===== src/common/fuse_filter_pkg.sv =====
package fuse_filter_pkg;

    // ----------------------------------------
    // Bus and register geometry
    // ----------------------------------------

    // Only the low address bits select a direct-access register.
    localparam int DAI_ADDR_W = 12;
    localparam int DATA_W     = 32;
    localparam int USER_W     = 32;

    localparam logic [DAI_ADDR_W-1:0] DAI_WDATA0_OFFSET  = 12'h008;
    localparam logic [DAI_ADDR_W-1:0] DAI_WDATA1_OFFSET  = 12'h00C;
    localparam logic [DAI_ADDR_W-1:0] DAI_ADDRESS_OFFSET = 12'h010;
    localparam logic [DAI_ADDR_W-1:0] DAI_CMD_OFFSET     = 12'h014;

    // ----------------------------------------
    // Command and ownership encodings
    // ----------------------------------------

    // The command register takes a one-hot command in its low bits.
    typedef enum logic [3:0] {
        DaiOther   = 4'h0,
        DaiRead    = 4'h1,
        DaiWrite   = 4'h2,
        DaiDigest  = 4'h4,
        DaiZeroize = 4'h8
    } dai_cmd_e;

    typedef enum logic {
        OWNER_CALIPTRA = 1'b0,
        OWNER_MCU      = 1'b1
    } access_owner_e;

    typedef struct packed {
        logic [DATA_W-1:0] lower_addr;
        logic [DATA_W-1:0] upper_addr;
        access_owner_e     owner;
    } access_entry_t;

    // ----------------------------------------
    // Access table and secret range
    // ----------------------------------------

    localparam int ACCESS_TABLE_RANGES = 3;

    // Both bounds of every range are inclusive.
    localparam access_entry_t ACCESS_TABLE [0:ACCESS_TABLE_RANGES-1] = '{
        '{lower_addr: 32'h0000_0000, upper_addr: 32'h0000_00FF, owner: OWNER_CALIPTRA},
        '{lower_addr: 32'h0000_0100, upper_addr: 32'h0000_02FF, owner: OWNER_MCU},
        '{lower_addr: 32'h0000_0300, upper_addr: 32'h0000_03FF, owner: OWNER_MCU}
    };

    // Fuses in this window hold secrets and get the debug and zeroize rules.
    localparam logic [DATA_W-1:0] SECRET_LOWER_ADDR = 32'h0000_0040;
    localparam logic [DATA_W-1:0] SECRET_UPPER_ADDR = 32'h0000_007F;

    // ----------------------------------------
    // Sequence states
    // ----------------------------------------

    typedef enum logic [2:0] {
        ST_RESET,
        ST_IDLE,
        ST_WDATA_ADDR,
        ST_WDATA,
        ST_FUSE_ADDR_ADDR,
        ST_FUSE_ADDR_WR,
        ST_CMD_ADDR,
        ST_DISCARD
    } filter_state_e;

endpackage


===== src/logic/dai_bus_decode.sv =====
`timescale 1ns/1ns

module dai_bus_decode (
    input  logic                                aw_valid_i,
    input  logic                                aw_ready_i,
    input  logic [fuse_filter_pkg::DATA_W-1:0]  aw_addr_i,
    input  logic                                w_valid_i,
    input  logic                                w_ready_i,
    input  logic [fuse_filter_pkg::DATA_W-1:0]  w_data_i,
    output logic                                wdata0_aw_o,
    output logic                                wdata1_aw_o,
    output logic                                addr_aw_o,
    output logic                                cmd_aw_o,
    output logic                                w_beat_o,
    output fuse_filter_pkg::dai_cmd_e           fuse_cmd_o
);
    import fuse_filter_pkg::*;

    logic                  aw_hs;
    logic [DAI_ADDR_W-1:0] reg_offset;

    // The filter only watches the bus, so a transfer counts once both
    // sides of the handshake agree in the same cycle.
    assign aw_hs      = aw_valid_i && aw_ready_i;
    assign w_beat_o   = w_valid_i && w_ready_i;
    assign reg_offset = aw_addr_i[DAI_ADDR_W-1:0];

    assign wdata0_aw_o = aw_hs && (reg_offset == DAI_WDATA0_OFFSET);
    assign wdata1_aw_o = aw_hs && (reg_offset == DAI_WDATA1_OFFSET);
    assign addr_aw_o   = aw_hs && (reg_offset == DAI_ADDRESS_OFFSET);
    assign cmd_aw_o    = aw_hs && (reg_offset == DAI_CMD_OFFSET);

    // Anything that is not exactly one of the four known commands
    // is treated as a command that no rule applies to.
    always_comb begin
        case (w_data_i[3:0])
            4'h1:    fuse_cmd_o = DaiRead;
            4'h2:    fuse_cmd_o = DaiWrite;
            4'h4:    fuse_cmd_o = DaiDigest;
            4'h8:    fuse_cmd_o = DaiZeroize;
            default: fuse_cmd_o = DaiOther;
        endcase
    end

endmodule


===== src/logic/access_table_check.sv =====
`timescale 1ns/1ns

module access_table_check (
    input  logic [fuse_filter_pkg::DATA_W-1:0] fuse_addr_i,
    input  logic [fuse_filter_pkg::USER_W-1:0] cmd_id_i,
    input  logic [fuse_filter_pkg::USER_W-1:0] cptra_user_i,
    input  logic [fuse_filter_pkg::USER_W-1:0] mcu_user_i,
    output logic                               table_ok_o
);
    import fuse_filter_pkg::*;

    logic [ACCESS_TABLE_RANGES-1:0] entry_hit;

    // ----------------------------------------
    // Per-entry range and owner match
    // ----------------------------------------

    for (genvar g = 0; g < ACCESS_TABLE_RANGES; g++) begin : g_entry
        logic [USER_W-1:0] owner_id;
        logic              in_range;

        // Each entry names an owner, which maps to one of the strap IDs.
        assign owner_id = (ACCESS_TABLE[g].owner == OWNER_MCU) ? mcu_user_i : cptra_user_i;

        assign in_range = (fuse_addr_i >= ACCESS_TABLE[g].lower_addr) &&
                          (fuse_addr_i <= ACCESS_TABLE[g].upper_addr);

        assign entry_hit[g] = in_range && (cmd_id_i == owner_id);
    end

    // Ranges may overlap, so any single matching entry grants access.
    assign table_ok_o = |entry_hit;

endmodule


===== src/fuse_filter/dai_id_records.sv =====
`timescale 1ns/1ns

module dai_id_records (
    input  logic                               clk_i,
    input  logic                               rst_n_i,
    input  logic [fuse_filter_pkg::USER_W-1:0] aw_user_i,
    input  logic [fuse_filter_pkg::DATA_W-1:0] w_data_i,
    input  logic                               latch_id0_i,
    input  logic                               latch_id1_i,
    input  logic                               latch_addr_id_i,
    input  logic                               latch_cmd_id_i,
    input  logic                               latch_fuse_addr_i,
    input  logic                               clear_records_i,
    output logic [fuse_filter_pkg::DATA_W-1:0] fuse_addr_o,
    output logic [fuse_filter_pkg::USER_W-1:0] cmd_id_o,
    output logic                               secret_o,
    output logic                               all_same_id_o,
    output logic                               addr_cmd_same_id_o
);
    import fuse_filter_pkg::*;

    logic [USER_W-1:0] data_id0_q;
    logic [USER_W-1:0] data_id1_q;
    logic [USER_W-1:0] addr_id_q;

    // Every captured value shows up one cycle after its handshake.
    always_ff @(posedge clk_i or negedge rst_n_i) begin
        if (!rst_n_i) begin
            data_id0_q  <= '0;
            data_id1_q  <= '0;
            addr_id_q   <= '0;
            cmd_id_o    <= '0;
            fuse_addr_o <= '0;
            secret_o    <= 1'b0;
        end else if (clear_records_i) begin
            data_id0_q  <= '0;
            data_id1_q  <= '0;
            addr_id_q   <= '0;
            cmd_id_o    <= '0;
            fuse_addr_o <= '0;
            secret_o    <= 1'b0;
        end else begin
            if (latch_id0_i) data_id0_q <= aw_user_i;
            if (latch_id1_i) data_id1_q <= aw_user_i;
            if (latch_addr_id_i) addr_id_q <= aw_user_i;
            if (latch_cmd_id_i) cmd_id_o <= aw_user_i;
            if (latch_fuse_addr_i) begin
                fuse_addr_o <= w_data_i;
                secret_o    <= (w_data_i >= SECRET_LOWER_ADDR) &&
                               (w_data_i <= SECRET_UPPER_ADDR);
            end
        end
    end

    // Data word 1 only has to match for secret fuses, which are written as
    // two words. Everything else is a single word plus address and command.
    assign all_same_id_o = ((data_id1_q == data_id0_q) || !secret_o) &&
                           (data_id0_q == addr_id_q) &&
                           (addr_id_q == cmd_id_o);

    assign addr_cmd_same_id_o = (addr_id_q == cmd_id_o);

    // The FSM never clears the records in a cycle where it also captures one.
    a_no_clear_with_latch: assert property (@(posedge clk_i) disable iff (!rst_n_i)
        clear_records_i |-> !(latch_id0_i || latch_id1_i || latch_addr_id_i ||
                              latch_cmd_id_i || latch_fuse_addr_i));

endmodule


===== src/fuse_filter/dai_sequence_fsm.sv =====
`timescale 1ns/1ns

module dai_sequence_fsm (
    input  logic                      clk_i,
    input  logic                      rst_n_i,
    input  logic                      init_done_i,
    input  logic                      debug_mode_i,
    input  logic                      fips_zeroize_i,
    input  logic                      wdata0_aw_i,
    input  logic                      wdata1_aw_i,
    input  logic                      addr_aw_i,
    input  logic                      cmd_aw_i,
    input  logic                      w_beat_i,
    input  fuse_filter_pkg::dai_cmd_e fuse_cmd_i,
    input  logic                      table_ok_i,
    input  logic                      secret_i,
    input  logic                      all_same_id_i,
    input  logic                      addr_cmd_same_id_i,
    input  logic                      discarded_fuse_i,
    output logic                      latch_id0_o,
    output logic                      latch_id1_o,
    output logic                      latch_addr_id_o,
    output logic                      latch_cmd_id_o,
    output logic                      latch_fuse_addr_o,
    output logic                      clear_records_o,
    output logic                      discard_fuse_o
);
    import fuse_filter_pkg::*;

    filter_state_e state_q;
    filter_state_e state_d;
    logic          verdict_discard;
    logic          discard_d;

    // ----------------------------------------
    // Verdict rules
    // ----------------------------------------

    // First matching rule wins. Reads are never blocked.
    always_comb begin
        verdict_discard = 1'b0;
        if (fuse_cmd_i == DaiRead) begin
            verdict_discard = 1'b0;
        end else if (debug_mode_i && secret_i) begin
            verdict_discard = 1'b1;
        end else begin
            case (fuse_cmd_i)
                DaiWrite:   verdict_discard = !table_ok_i || !all_same_id_i;
                DaiDigest:  verdict_discard = !table_ok_i || !addr_cmd_same_id_i;
                DaiZeroize: verdict_discard = (secret_i && !fips_zeroize_i) ||
                                              !table_ok_i || !addr_cmd_same_id_i;
                default:    verdict_discard = 1'b0;
            endcase
        end
    end

    // ----------------------------------------
    // Sequence tracking
    // ----------------------------------------

    always_comb begin
        state_d           = state_q;
        latch_id0_o       = 1'b0;
        latch_id1_o       = 1'b0;
        latch_addr_id_o   = 1'b0;
        latch_cmd_id_o    = 1'b0;
        latch_fuse_addr_o = 1'b0;
        clear_records_o   = 1'b0;
        discard_d         = 1'b0;
        case (state_q)
            ST_RESET: begin
                clear_records_o = 1'b1;
                if (init_done_i) state_d = ST_IDLE;
            end
            ST_IDLE: begin
                if (wdata0_aw_i) begin
                    latch_id0_o = 1'b1;
                    state_d     = ST_WDATA_ADDR;
                end else if (wdata1_aw_i) begin
                    latch_id1_o = 1'b1;
                    state_d     = ST_WDATA_ADDR;
                end else if (addr_aw_i) begin
                    latch_addr_id_o = 1'b1;
                    state_d         = ST_FUSE_ADDR_ADDR;
                end else if (cmd_aw_i) begin
                    latch_cmd_id_o = 1'b1;
                    state_d        = ST_CMD_ADDR;
                end
            end
            ST_WDATA_ADDR: begin
                if (w_beat_i) state_d = ST_WDATA;
            end
            // After a data word or the fuse address, the next register write
            // can be any of the four, with the address register taking the lead.
            ST_WDATA, ST_FUSE_ADDR_WR: begin
                if (addr_aw_i) begin
                    latch_addr_id_o = 1'b1;
                    state_d         = ST_FUSE_ADDR_ADDR;
                end else if (wdata0_aw_i) begin
                    latch_id0_o = 1'b1;
                    state_d     = ST_WDATA_ADDR;
                end else if (wdata1_aw_i) begin
                    latch_id1_o = 1'b1;
                    state_d     = ST_WDATA_ADDR;
                end else if (cmd_aw_i) begin
                    latch_cmd_id_o = 1'b1;
                    state_d        = ST_CMD_ADDR;
                end
            end
            ST_FUSE_ADDR_ADDR: begin
                if (w_beat_i) begin
                    latch_fuse_addr_o = 1'b1;
                    state_d           = ST_FUSE_ADDR_WR;
                end
            end
            ST_CMD_ADDR: begin
                if (w_beat_i) begin
                    discard_d = verdict_discard;
                    state_d   = verdict_discard ? ST_DISCARD : ST_IDLE;
                end
            end
            // Bus traffic is ignored until the fuse controller confirms the discard.
            ST_DISCARD: begin
                discard_d = 1'b1;
                if (discarded_fuse_i) state_d = ST_IDLE;
            end
            default: state_d = ST_IDLE;
        endcase
    end

    always_ff @(posedge clk_i or negedge rst_n_i) begin
        if (!rst_n_i) begin
            state_q        <= ST_RESET;
            discard_fuse_o <= 1'b0;
        end else begin
            state_q        <= state_d;
            discard_fuse_o <= discard_d;
        end
    end

    // ----------------------------------------
    // Checks
    // ----------------------------------------

    // The decoder compares one address with distinct offsets.
    a_decode_onehot: assert property (@(posedge clk_i) disable iff (!rst_n_i)
        $onehot0({wdata0_aw_i, wdata1_aw_i, addr_aw_i, cmd_aw_i}));

    a_latch_onehot: assert property (@(posedge clk_i) disable iff (!rst_n_i)
        $onehot0({latch_id0_o, latch_id1_o, latch_addr_id_o, latch_cmd_id_o,
                  latch_fuse_addr_o}));

    // A discard can only start from the command beat of a full sequence.
    a_discard_from_verdict: assert property (@(posedge clk_i) disable iff (!rst_n_i)
        $rose(discard_fuse_o) |-> $past(state_q == ST_CMD_ADDR && w_beat_i));

endmodule


===== src/fuse_filter/fuse_filter_top.sv =====
`timescale 1ns/1ns

module fuse_filter_top (
    input  logic                               clk_i,
    input  logic                               rst_n_i,
    input  logic                               init_done_i,
    input  logic                               debug_mode_i,
    input  logic                               fips_zeroize_i,
    input  logic [fuse_filter_pkg::USER_W-1:0] cptra_user_i,
    input  logic [fuse_filter_pkg::USER_W-1:0] mcu_user_i,
    input  logic                               aw_valid_i,
    input  logic                               aw_ready_i,
    input  logic [fuse_filter_pkg::DATA_W-1:0] aw_addr_i,
    input  logic [fuse_filter_pkg::USER_W-1:0] aw_user_i,
    input  logic                               w_valid_i,
    input  logic                               w_ready_i,
    input  logic [fuse_filter_pkg::DATA_W-1:0] w_data_i,
    input  logic                               discarded_fuse_i,
    output logic                               discard_fuse_o
);
    import fuse_filter_pkg::*;

    logic              wdata0_aw;
    logic              wdata1_aw;
    logic              addr_aw;
    logic              cmd_aw;
    logic              w_beat;
    dai_cmd_e          fuse_cmd;
    logic              latch_id0;
    logic              latch_id1;
    logic              latch_addr_id;
    logic              latch_cmd_id;
    logic              latch_fuse_addr;
    logic              clear_records;
    logic [DATA_W-1:0] fuse_addr;
    logic [USER_W-1:0] cmd_id;
    logic              secret;
    logic              all_same_id;
    logic              addr_cmd_same_id;
    logic              table_ok;

    dai_bus_decode u_decode (
        .aw_valid_i  (aw_valid_i),
        .aw_ready_i  (aw_ready_i),
        .aw_addr_i   (aw_addr_i),
        .w_valid_i   (w_valid_i),
        .w_ready_i   (w_ready_i),
        .w_data_i    (w_data_i),
        .wdata0_aw_o (wdata0_aw),
        .wdata1_aw_o (wdata1_aw),
        .addr_aw_o   (addr_aw),
        .cmd_aw_o    (cmd_aw),
        .w_beat_o    (w_beat),
        .fuse_cmd_o  (fuse_cmd)
    );

    dai_id_records u_records (
        .clk_i              (clk_i),
        .rst_n_i            (rst_n_i),
        .aw_user_i          (aw_user_i),
        .w_data_i           (w_data_i),
        .latch_id0_i        (latch_id0),
        .latch_id1_i        (latch_id1),
        .latch_addr_id_i    (latch_addr_id),
        .latch_cmd_id_i     (latch_cmd_id),
        .latch_fuse_addr_i  (latch_fuse_addr),
        .clear_records_i    (clear_records),
        .fuse_addr_o        (fuse_addr),
        .cmd_id_o           (cmd_id),
        .secret_o           (secret),
        .all_same_id_o      (all_same_id),
        .addr_cmd_same_id_o (addr_cmd_same_id)
    );

    access_table_check u_table (
        .fuse_addr_i  (fuse_addr),
        .cmd_id_i     (cmd_id),
        .cptra_user_i (cptra_user_i),
        .mcu_user_i   (mcu_user_i),
        .table_ok_o   (table_ok)
    );

    dai_sequence_fsm u_fsm (
        .clk_i              (clk_i),
        .rst_n_i            (rst_n_i),
        .init_done_i        (init_done_i),
        .debug_mode_i       (debug_mode_i),
        .fips_zeroize_i     (fips_zeroize_i),
        .wdata0_aw_i        (wdata0_aw),
        .wdata1_aw_i        (wdata1_aw),
        .addr_aw_i          (addr_aw),
        .cmd_aw_i           (cmd_aw),
        .w_beat_i           (w_beat),
        .fuse_cmd_i         (fuse_cmd),
        .table_ok_i         (table_ok),
        .secret_i           (secret),
        .all_same_id_i      (all_same_id),
        .addr_cmd_same_id_i (addr_cmd_same_id),
        .discarded_fuse_i   (discarded_fuse_i),
        .latch_id0_o        (latch_id0),
        .latch_id1_o        (latch_id1),
        .latch_addr_id_o    (latch_addr_id),
        .latch_cmd_id_o     (latch_cmd_id),
        .latch_fuse_addr_o  (latch_fuse_addr),
        .clear_records_o    (clear_records),
        .discard_fuse_o     (discard_fuse_o)
    );

endmodule


===== config.mk =====
export PLATFORM = sky130hd
export DESIGN_NAME = fuse_filter_top
export DESIGN_NICKNAME = d
export VERILOG_FILES = /design/src/common/fuse_filter_pkg.sv /design/src/logic/dai_bus_decode.sv /design/src/logic/access_table_check.sv /design/src/fuse_filter/dai_id_records.sv /design/src/fuse_filter/dai_sequence_fsm.sv /design/src/fuse_filter/fuse_filter_top.sv
export SDC_FILE = /design/constraint.sdc
export NUM_CORES = 1
export LEC_CHECK = 0
export BUFFER_PORTS_ARGS = -buffer_cell sky130_fd_sc_hd__buf_2
export CORE_MARGIN = 2
export CORE_UTILIZATION = 60
export DETAILED_ROUTE_END_ITERATION = 10
export HOLD_SLACK_MARGIN = 0.06
export PLACE_DENSITY = 0.95
export SYNTH_ARGS = -nofsm -noshare
export SYNTH_HDL_FRONTEND = slang
export SYNTH_SLANG_ARGS = --single-unit

===== constraint.sdc =====
create_clock -name clk_i -period 3.45 [get_ports clk_i]
set_clock_uncertainty 0.1 [all_clocks]
set_input_delay 0.69 -clock clk_i [delete_from_list [all_inputs] [get_ports clk_i]]
set_output_delay 0.69 -clock clk_i [all_outputs]
set_load 0.02 [all_outputs]

Word level (Yosys, flattened, before mapping)
Index checks and enable logic that the tools add are counted.
- order comparisons: 8
- equal/unequal tests: 29
- multiplexer cells: 54
- reduce and logical (&&, ||, !) cells: 36
- operators by type and width (operator ; count):
    $mux W32 ; 10
    $eq A32 B32 Y1 ; 5
    $le A32 B10 Y1 const B ; 2
    $mux W3 ; 13
    $ge A32 B1 Y1 const B ; 1
    $ge A32 B10 Y1 const B ; 1
    $ge A32 B7 Y1 const B ; 1
    $ge A32 B9 Y1 const B ; 1
    $le A32 B7 Y1 const B ; 1
    $le A32 B8 Y1 const B ; 1
    $eq A12 B4 Y1 const B ; 2
    $eq A12 B5 Y1 const B ; 2
    $mux W1 ; 23
    $pmux W3 S7 ; 1
    $logic_and A1 B1 Y1 ; 17
    $pmux W4 S4 ; 1
    $eq A3 B3 Y1 const B ; 4
    $ne A2 B2 Y1 const B ; 5
    $pmux W1 S2 ; 5
    $reduce_bool A2 Y1 ; 5
    $eq A4 B1 Y1 const B ; 2
    $eq A4 B2 Y1 const B ; 2
    $eq A4 B3 Y1 const B ; 2
    $eq A4 B4 Y1 const B ; 2
    other kinds (9) ; 18
- register bits after elaboration: 165
- word-level logic and storage cells: 135

Longest topological paths before layout
Gate-level depths: netlist (run 1).
- depth in word-level cells: 13
- mapped depth: 9

By module
Synthesis (run 1) repeated with hierarchy kept, for this count alone.
- cells, all modules: 838
- area total of the unflattened synthesis: 8939.8 um2
- modules (own cells, without submodules) (module ; times used ; cells each ; area an instance (um2)):
    dai_id_records ; 1 ; 660 ; 7516.0
    access_table_check ; 1 ; 99 ; 787.0
    dai_sequence_fsm ; 1 ; 64 ; 521.8
    dai_bus_decode ; 1 ; 15 ; 115.1

Worst setup path after synthesis (run 1)
Ideal clock, no wire load.
- path kind: input-to-reg
- from: input port aw_addr_i[8] (netlist bit)
- to: register u_records.data_id0_q[31]
- library setup time: 0.138 ns
- arrival: 2.140 ns
- required time: 3.212 ns
- slack: 1.072 ns
- cell stages on the path: 8
- path buffers: 1
- path through: nor4_4 -> nand3_2 -> or3_4 -> nor3_4 -> or2b_4 -> buf_6 -> nand2_1 -> a21oi_1
- cells in the longest elaborated chain, start to end: 6
- elaborated cells between the ends (all ways): 8
- ends and longest elaborated chain (item ; RTL line ; RTL):
    start, declared ; fuse_filter_top.sv:13 ; input logic [fuse_filter_pkg::DATA_W-1:0] aw_addr_i,
    $eq A12 B4 Y1 ; dai_bus_decode.sv:28 ; assign wdata0_aw_o = aw_hs && (reg_offset == DAI_WDATA0_OFFSET);
    $logic_and A1 B1 Y1 ; dai_bus_decode.sv:28 ;
    $mux W1 ; dai_sequence_fsm.sv:76, dai_sequence_fsm.sv:99 ;
    $mux W1 ; dai_sequence_fsm.sv:96 ; if (addr_aw_i) begin
    $pmux W1 S2 * ; dai_sequence_fsm.sv:70 ; case (state_q)
    $reduce_bool A2 Y1 (no source line) * ; n/a ;
    end signal, assigned ; dai_id_records.sv:43 ; if (latch_id0_i) data_id0_q <= aw_user_i;
    end, declared ; dai_id_records.sv:22 ; logic [USER_W-1:0] data_id0_q;
Mark *: on every way between the ends. The rest lies on a longest branch, timed or not.
A chain may end at the register's enable or synchronous reset.

Worst setup path in the final report (run 1)
- from: register u_records.cmd_id_o[26] (netlist bit)
- to: register u_fsm.state_q[1]
- cells in the longest elaborated chain, start to end: 12
- elaborated cells between the ends (all ways): 21
- ends and longest elaborated chain (item ; RTL line ; RTL):
    start, declared ; dai_id_records.sv:15 ; output logic [fuse_filter_pkg::USER_W-1:0] cmd_id_o,
    start signal, assigned ; dai_id_records.sv:46 ; if (latch_cmd_id_i) cmd_id_o <= aw_user_i;
    $eq A32 B32 Y1 ; access_table_check.sv:28 ; assign entry_hit[g] = in_range && (cmd_id_i == owner_id);
    $logic_and A1 B1 Y1 ; access_table_check.sv:28 ;
    $reduce_or A3 Y1 ; access_table_check.sv:32 ; assign table_ok_o = |entry_hit;
    $logic_not A1 Y1 ; dai_sequence_fsm.sv:48, dai_sequence_fsm.sv:49, dai_sequence_fsm.sv:51 ;
    $logic_or A1 B1 Y1 ; dai_sequence_fsm.sv:50 ; DaiZeroize: verdict_discard = (secret_i && !fips_zeroize_i) ||
    $logic_or A1 B1 Y1 ; dai_sequence_fsm.sv:51 ; !table_ok_i || !addr_cmd_same_id_i;
    $pmux W1 S3 * ; dai_sequence_fsm.sv:47 ; case (fuse_cmd_i)
    $mux W1 * ; dai_sequence_fsm.sv:44 ; end else if (debug_mode_i && secret_i) begin
    $mux W1 * ; dai_sequence_fsm.sv:42 ; if (fuse_cmd_i == DaiRead) begin
    $mux W3 * ; dai_sequence_fsm.sv:119 ; state_d = verdict_discard ? ST_DISCARD : ST_IDLE;
    $mux W3 * ; dai_sequence_fsm.sv:117 ; if (w_beat_i) begin
    $pmux W3 S7 * ; dai_sequence_fsm.sv:70 ;
    end signal, assigned ; dai_sequence_fsm.sv:136 ; state_q <= state_d;
    end, declared ; dai_sequence_fsm.sv:30 ; filter_state_e state_q;
Mark *: on every way between the ends. The rest lies on a longest branch, timed or not. The select of a mux whose other input is x is not followed.

==> out/results.tsv, run 1 <==
metric	value	unit
total die area	0.0152	mm2
sequential area share after synthesis	46.1	%
PD cells	488	mW/mm2
# IOs	171	
Max IR drop VDD	0.377	mV
nets	1261	
initial DRC count	1301	
Critical Path RT	3.65	ns
synth unique cells	41	
final setup vio count	0	
first-pass GRT wire length	42500	um
critical path class	flop to flop	
critical path endpoint category	flop	
routing usage on met2	59.9	%
layout cell share with drive strength beyond 1	21.5	%
met3 capacity usage during global routing	12.2	%
Post-Synthesis Cells	964	
DR DRC count	0	
Routability Congestion	0.917	
core area	0.0139	mm2
Worst setup SP type	flop	
Die X	123	um
crit share post-route	78.5	%
setup TNS	0	ns
RSZ-0062 raised after global routing	no	
Crit. Startpoint	u_records.cmd_id_o[26]$_DFFE_PN0P_	
slew margin rel.	24.9	%
Yosys reg bits	157	
r2r worst-path depth	7	
final worst slack	0.743	ns
CP endpoint	u_fsm.state_q[1]$_DFFE_PN0P_	
# clock sinks	157	
FF-to-FF setup slack	0.74	ns
IO Port Bufs	148	
setup bufs post-CTS	0	
cts-stage hold buffer count	0	
CTS tree	done	
total number of vias	8142	
Hold Crit Class	primary input to async pin	
Routed WL	26600	um
CP max FO	4	
Most Used Layer, Global Route	met2	
Final Hold Vio Count	0	
initial antenna violation count	2	
Final Critical Period	2.71	ns
DIE HEIGHT	123	um
clock transition at the registers of the reported paths	0.07	ns
GRT met1 Usage	44.1	%
fmax	369	MHz
H-tree depth	4	
fin util	71.6	%
Worst-Margin Slew	1.13	ns
Post-DRT Antenna Nets	0	
post-CTS resize count	0	
Syn Nets	1134	
clk_lat worst skew	0.43	ns
Leak	4.51	nW
routed vias/inst	6.33	
CP arrival	2.90	ns
Total GRT Usage	37.5	%
Placement Rows	43	
outcome	finished clean	
syn_area_per_cell	8.85	um2
area growth from synthesis to layout	16.4	%
DP Wirelength	17600	um
Synth warnings	0	
count of TritonRoute iterations in the first routing pass	6	
Root Driver	clkbuf_16	
R2R Path End	u_fsm.state_q[1]$_DFFE_PN0P_	
Initial Util	61.5	%
maximum clock insertion buffer count	2	
fillers	870	
Max Slew Vio Count	0	
pin count of the biggest net entering global routing	77	
Mapped Area	0.00853	mm2
GRT Residual Overflow	0	
vias in the first global route	8214	
pre-CTS WS	0.682	ns
RR Startpoint	u_records.cmd_id_o[26]$_DFFE_PN0P_	
CTS Buf Count	17	
max-cap viol count	0	
WL/cell	20.7	um
-- cell families (layout without fill, tap and decap cells) --
| kind of cell | after synthesis | in the layout | synth area share, % |
|---|---|---|---|
| compound gates | 171 | 171 | 11.7 |
| xor+xnor | 162 | 162 | 16.6 |
| buf+inv | 57 | 197 | 3.86 |
| flops | 157 | 157 | 46.1 |
| other cells | 0 | 2 | 0 |
| simple gates | 417 | 417 | 21.8 |
-- critical path, cell delays in order (launching register included) --
cell	delay (ns)
dfrtp_1	0.49
xor2_1	0.21
nor4_1	0.49
nand3_1	0.15
or4_1	0.52
a21oi_1	0.26
or4b_1	0.22
o2111ai_1	0.12
-- routing by layer --
layer  wire, um  vias up
li1           -     3474
met1       8800     3790
met2      12300      690
met3       3440      188
met4       2010        0
met5          0        -
-- synthesized netlist by cell type, drive strengths merged --
master / instances / area, um2
a211o: 1 / 8.76
a21oi: 100 / 613
a222oi: 1 / 10.0
a31oi: 3 / 18.8
and2: 3 / 20.0
and4bb: 1 / 12.5
buf: 19 / 166
clkbuf: 32 / 130
dfrtp: 157 / 3930
dlygate4sd1: 2 / 17.5
inv: 4 / 15.0
nand2: 315 / 1180
nand2b: 1 / 6.26
nand3: 9 / 50.1
nand4: 30 / 188
nor2: 8 / 30.0
nor3: 9 / 56.3
nor4: 30 / 218
nor4b: 2 / 17.5
o2111ai: 2 / 17.5
o21ai: 62 / 310
o32ai: 1 / 8.76
o41ai: 1 / 8.76
or2b: 1 / 11.3
or3: 4 / 30.0
or4: 3 / 23.8
or4b: 1 / 10.0
xnor2: 114 / 998
xor2: 48 / 420
-- worst min path at each step --
| stage | endpoint | start | cells after the start |
|---|---|---|---|
| after global placement | u_records.fuse_addr_o[14]$_DFFE_PN0P_ | u_records.fuse_addr_o[14]$_DFFE_PN0P_ | 2 |
| after floorplan | u_fsm.discard_fuse_o$_DFF_PN0_ | rst_n_i | 0 |
| after CTS | u_records.cmd_id_o[24]$_DFFE_PN0P_ | rst_n_i | 1 |
| after detailed placement | u_records.fuse_addr_o[13]$_DFFE_PN0P_ | u_records.fuse_addr_o[13]$_DFFE_PN0P_ | 2 |
| after global routing | u_records.cmd_id_o[17]$_DFFE_PN0P_ | rst_n_i | 1 |
| final | u_records.cmd_id_o[24]$_DFFE_PN0P_ | rst_n_i | 1 |
-- layout by cell type, fill, tap and decap left out, drive strengths merged, types with 2 or more instances in the layout --
cell / n
a21oi: 100
a31oi: 3
and2: 3
buf: 161
bufinv: 2
clkbuf: 17
clkinv: 4
dfrtp: 157
diode: 2
inv: 12
nand2: 315
nand3: 9
nand4: 30
nor2: 8
nor3: 9
nor4: 30
nor4b: 2
o2111ai: 2
o21ai: 62
or3: 4
or4: 3
xnor2: 114
xor2: 48
-- per-stage QoR --
| step | cells | instance area [um2] | total power, mW | hold slack (ns) |
|---|---|---|---|---|
| floorplan | 964 | 8530 | 2.53 | 0.294 |
| global placement | 1252 | 9330 | 2.81 | 0.416 |
| detailed placement | 1252 | 9330 | 2.86 | 0.422 |
| CTS | 1284 | 9930 | 4.80 | 0.204 |
| global route | 1284 | 9930 | 5.01 | 0.227 |
| finish | 1286 | 9930 | 4.85 | 0.177 |
-- sequential cells by signal, indices dropped and copies added, names as in the netlist --
name,cells
u_records.addr_id_q,32
u_records.cmd_id_o,32
u_records.data_id0_q,32
u_records.data_id1_q,32
u_records.fuse_addr_o,24
u_fsm.state_q,3
u_fsm.discard_fuse_o,1
u_records.secret_o,1
-- final cells by class --
cell class              count  area, um2  share of cell area [%]
diodes                      2       5.00                  0.0504
clock buffers              17        425                    4.28
clock inverters            15        178                    1.79
inverters                   4       15.0                   0.151
multi-input cells         750       4300                    43.3
flip-flops and latches    157       3930                    39.6
well taps                 180        225                    2.27
repair buffers            161        857                    8.63
-- report_power, final --
part | leakage, nW | switching, mW | internal (mW)
clock network | 0.294 | 0.847 | 1.09
registers | 2.10 | 0.187 | 2.03
logic | 2.11 | 0.400 | 0.292
Note: power is estimated with default switching activity, not from simulation.
==> run 2, diff against run 1 <==
- ABC_AREA: unset -> 1
- CORE_UTILIZATION: 60 -> 51
- PLACE_DENSITY: 0.95 -> 0.88
- clock period: 3.45 -> 2.17 ns (I/O delays scaled with it)
==> run 2 against run 1 <==
Die area increased by 20%. Area after synthesis grew 2.9%. Critical path depth grew 5. Non-clock buffer count rose by 5. Sequential share of layout area fell by 1.7 points. Largest power group unchanged.
==> out/results.tsv, run 2 <==
metric	value	unit	change
outcome	finished clean		
total die area	0.0183	mm2	+20%
most common cell in the netlist	nand2_1		
Max IR drop VDD	0.762	mV	+100%
Post-DRT Antenna Nets	0		unchanged
WL/cell	16.6	um	-20%
r2r worst-path depth	12		+5
Post-synth EDFFs	0		unchanged
Worst setup SP type	flop		
initial antenna violation count	0		-2
core area	0.0167	mm2	+20%
Hold Path End	u_fsm.state_q[0]$_DFFE_PN0P_		
clk_lat worst skew	0.43	ns	about the same
clock transition at the registers of the reported paths	0.06	ns	about the same
area growth from synthesis to layout	18.5	%	
initial DRC count	836		-36%
maximum clock insertion buffer count	2		unchanged
Leak	5.06	nW	+12%
GRT Residual Overflow	0		unchanged
Post-Synthesis Cells	1088		+13%
Syn Nets	1258		+11%
count of TritonRoute iterations in the first routing pass	6		unchanged
most frequent cells in the layout	nand2_1 (306), dfrtp_1 (155), buf_2 (147)		
layout cell share with drive strength beyond 1	21.7	%	+0.23 points
Die X	135	um	+9.7%
RSZ-0062 raised after global routing	no		
CP arrival	2.35	ns	-0.55 ns
vias in the first global route	7802		-5.0%
total power	12.0	mW	+150%
DP Wirelength	17600	um	+0.25%
first-pass GRT wire length	39100	um	-7.9%
routed vias/inst	5.49		-13%
Max Slew Vio Count	0		unchanged
max-cap viol count	0		unchanged
Root Driver	clkbuf_16		
most common cell after layout, fill and taps aside	nand2_1		
DIE HEIGHT	135	um	+9.7%
# clock sinks	157		unchanged
source of the worst hold timing path	discarded_fuse_i		
asr flop ratio synth	100	%	unchanged
Hold Crit Class	primary input to flop		
Total GRT Usage	27.5	%	-10 points
# diodes	0		-2
fmax	468	MHz	+27%
slew margin rel.	75.9	%	+51 points
RR Startpoint	u_records.addr_id_q[21]$_DFFE_PN0P_		
CTS Buf Count	17		unchanged
Yosys reg bits	157		unchanged
Worst-Margin Slew	0.358	ns	-0.769 ns
sequential area share after synthesis	44.8	%	-1.3 points
critical path class	flop to flop		
Placement Rows	47		+9.3%
H-tree depth	4		unchanged
PD cells	1150	mW/mm2	+140%
Synth Flop Type	dfrtp_1		
Routability Congestion	0.878		-4.3%
critical path endpoint category	flop		
CTS tree	done		
Critical Path RT	2.38	ns	-1.27 ns
crit share post-route	98.6	%	+20 points
Mapped Area	0.00877	mm2	+2.9%
Final Critical Period	2.14	ns	-0.568 ns
FF-to-FF setup slack	0.03	ns	-0.71 ns
Yosys top cell by area	dfrtp_1		
CP max FO	4		unchanged
total number of vias	8071		-0.87%
Initial Util	52.5	%	-8.9 points
IO Port Bufs	148		unchanged
pin count of the biggest net entering global routing	65		-16%
worst hold stages	2		
final setup vio count	0		unchanged
Synth top area share	44.8	%	-1.3 points
# IOs	171		unchanged
Final Hold Vio Count	0		unchanged
Synth warnings	0		unchanged
DR DRC count	0		unchanged
Hold WS	0.113	ns	-0.0639 ns
synth unique cells	42		+2.4%
nets	1407		+12%
syn_area_per_cell	8.06	um2	-8.9%
fillers	1286		+48%
setup TNS	0	ns	unchanged
ranking of synthesized cells by area	dfrtp_1 (45%), nand2_1 (13%), xnor2_1 (9.5%)		
R2R Path End	u_fsm.state_q[1]$_DFFE_PN0P_		
Routed WL	24300	um	-8.4%
commonest cells in the netlist	nand2_1 (307), dfrtp_1 (157), inv_1 (112)		
[run 2: how the worst max path moves through the flow]
stage                                   startpoint                                  end  slack [ns]  depth (start not counted)
6_report       u_records.addr_id_q[21]$_DFFE_PN0P_         u_fsm.state_q[1]$_DFFE_PN0P_        0.03                         12
5_1_grt        u_records.addr_id_q[20]$_DFFE_PN0P_         u_fsm.state_q[1]$_DFFE_PN0P_        0.01                         12
4_1_cts        u_records.addr_id_q[27]$_DFFE_PN0P_         u_fsm.state_q[1]$_DFFE_PN0P_        0.13                         14
3_5_place_dp                         aw_addr_i[11]   u_records.cmd_id_o[25]$_DFFE_PN0P_        0.01                         12
3_3_place_gp                        mcu_user_i[15]         u_fsm.state_q[2]$_DFFE_PN0P_        0.09                         14
2_1_floorplan                         aw_addr_i[1]  u_records.addr_id_q[26]$_DFFE_PN0P_        0.30                         10
[run 2: cells by family (layout without fill, tap and decap cells)]
family / count (synthesis) / after routing / share of synthesized area [%]
xor gates and xnor gates: 114 / 114 / 11.4
and+or+nand+nor: 481 / 481 / 23.3
buffers and inverters: 152 / 313 / 7.80
DFF: 157 / 157 / 44.8
AOI/OAI and AO/OA: 184 / 184 / 12.8
[run 2: layer usage]
metal	global-route usage [%]	vias up	routed length, um
li1	-	3782	-
met1	37.2	3779	9920
met2	44.6	439	11300
met3	4.83	71	2230
met4	10.5	0	874
met5	0	-	0
[run 2: power by group]
part	total, mW	switching [mW]	internal, mW	leakage (nW)
combinational	4.18	2.38	1.80	2.72
clock	2.95	1.22	1.73	0.276
sequential	4.88	1.04	3.83	2.06
[run 2: what timing repair did]
item | 4_1_cts | 5_1_grt
setup buffers | 0 | 2
setup endpoints to repair | 0 | 8
hold buffers | 1 | 0
gates resized for setup | 0 | 8
hold endpoints to repair | 27 | 0
[run 2: cell type report]
class                   count  area [um2]  share of cell area (%)
clock buffers              19         443                    4.26
clock inverters            12         140                    1.35
inverters                 116         440                    4.24
multi-input cells         779        4190                    40.3
flip-flops and latches    157        3930                    37.8
well taps                 220         275                    2.65
repair buffers            166         972                    9.35
[run 2: stage by stage]
step	setup WS [ns]	instance area [um2]	utilization [%]	instances
6_report	0.0310	10400	62.2	1469
5_1_grt	0.00959	10400	62.2	1469
4_1_cts	0.135	10400	62.0	1467
3_5_place_dp	0.0118	9760	58.4	1435
3_3_place_gp	0.0894	9760	58.4	1435
2_1_floorplan	0.304	8770	-	1088
[run 2: worst max-delay path: stages (launching register included)]
cell and delay (ns):
dfrtp_1 0.43, xnor2_1 0.32, nand4_1 0.22, nor2_1 0.22
nand2_1 0.08, nor2_1 0.19, nand2_1 0.09, nand2_1 0.06
nand3_1 0.07, nand2_1 0.10, nand2_1 0.06, nand2_1 0.05
nand2_1 0.05
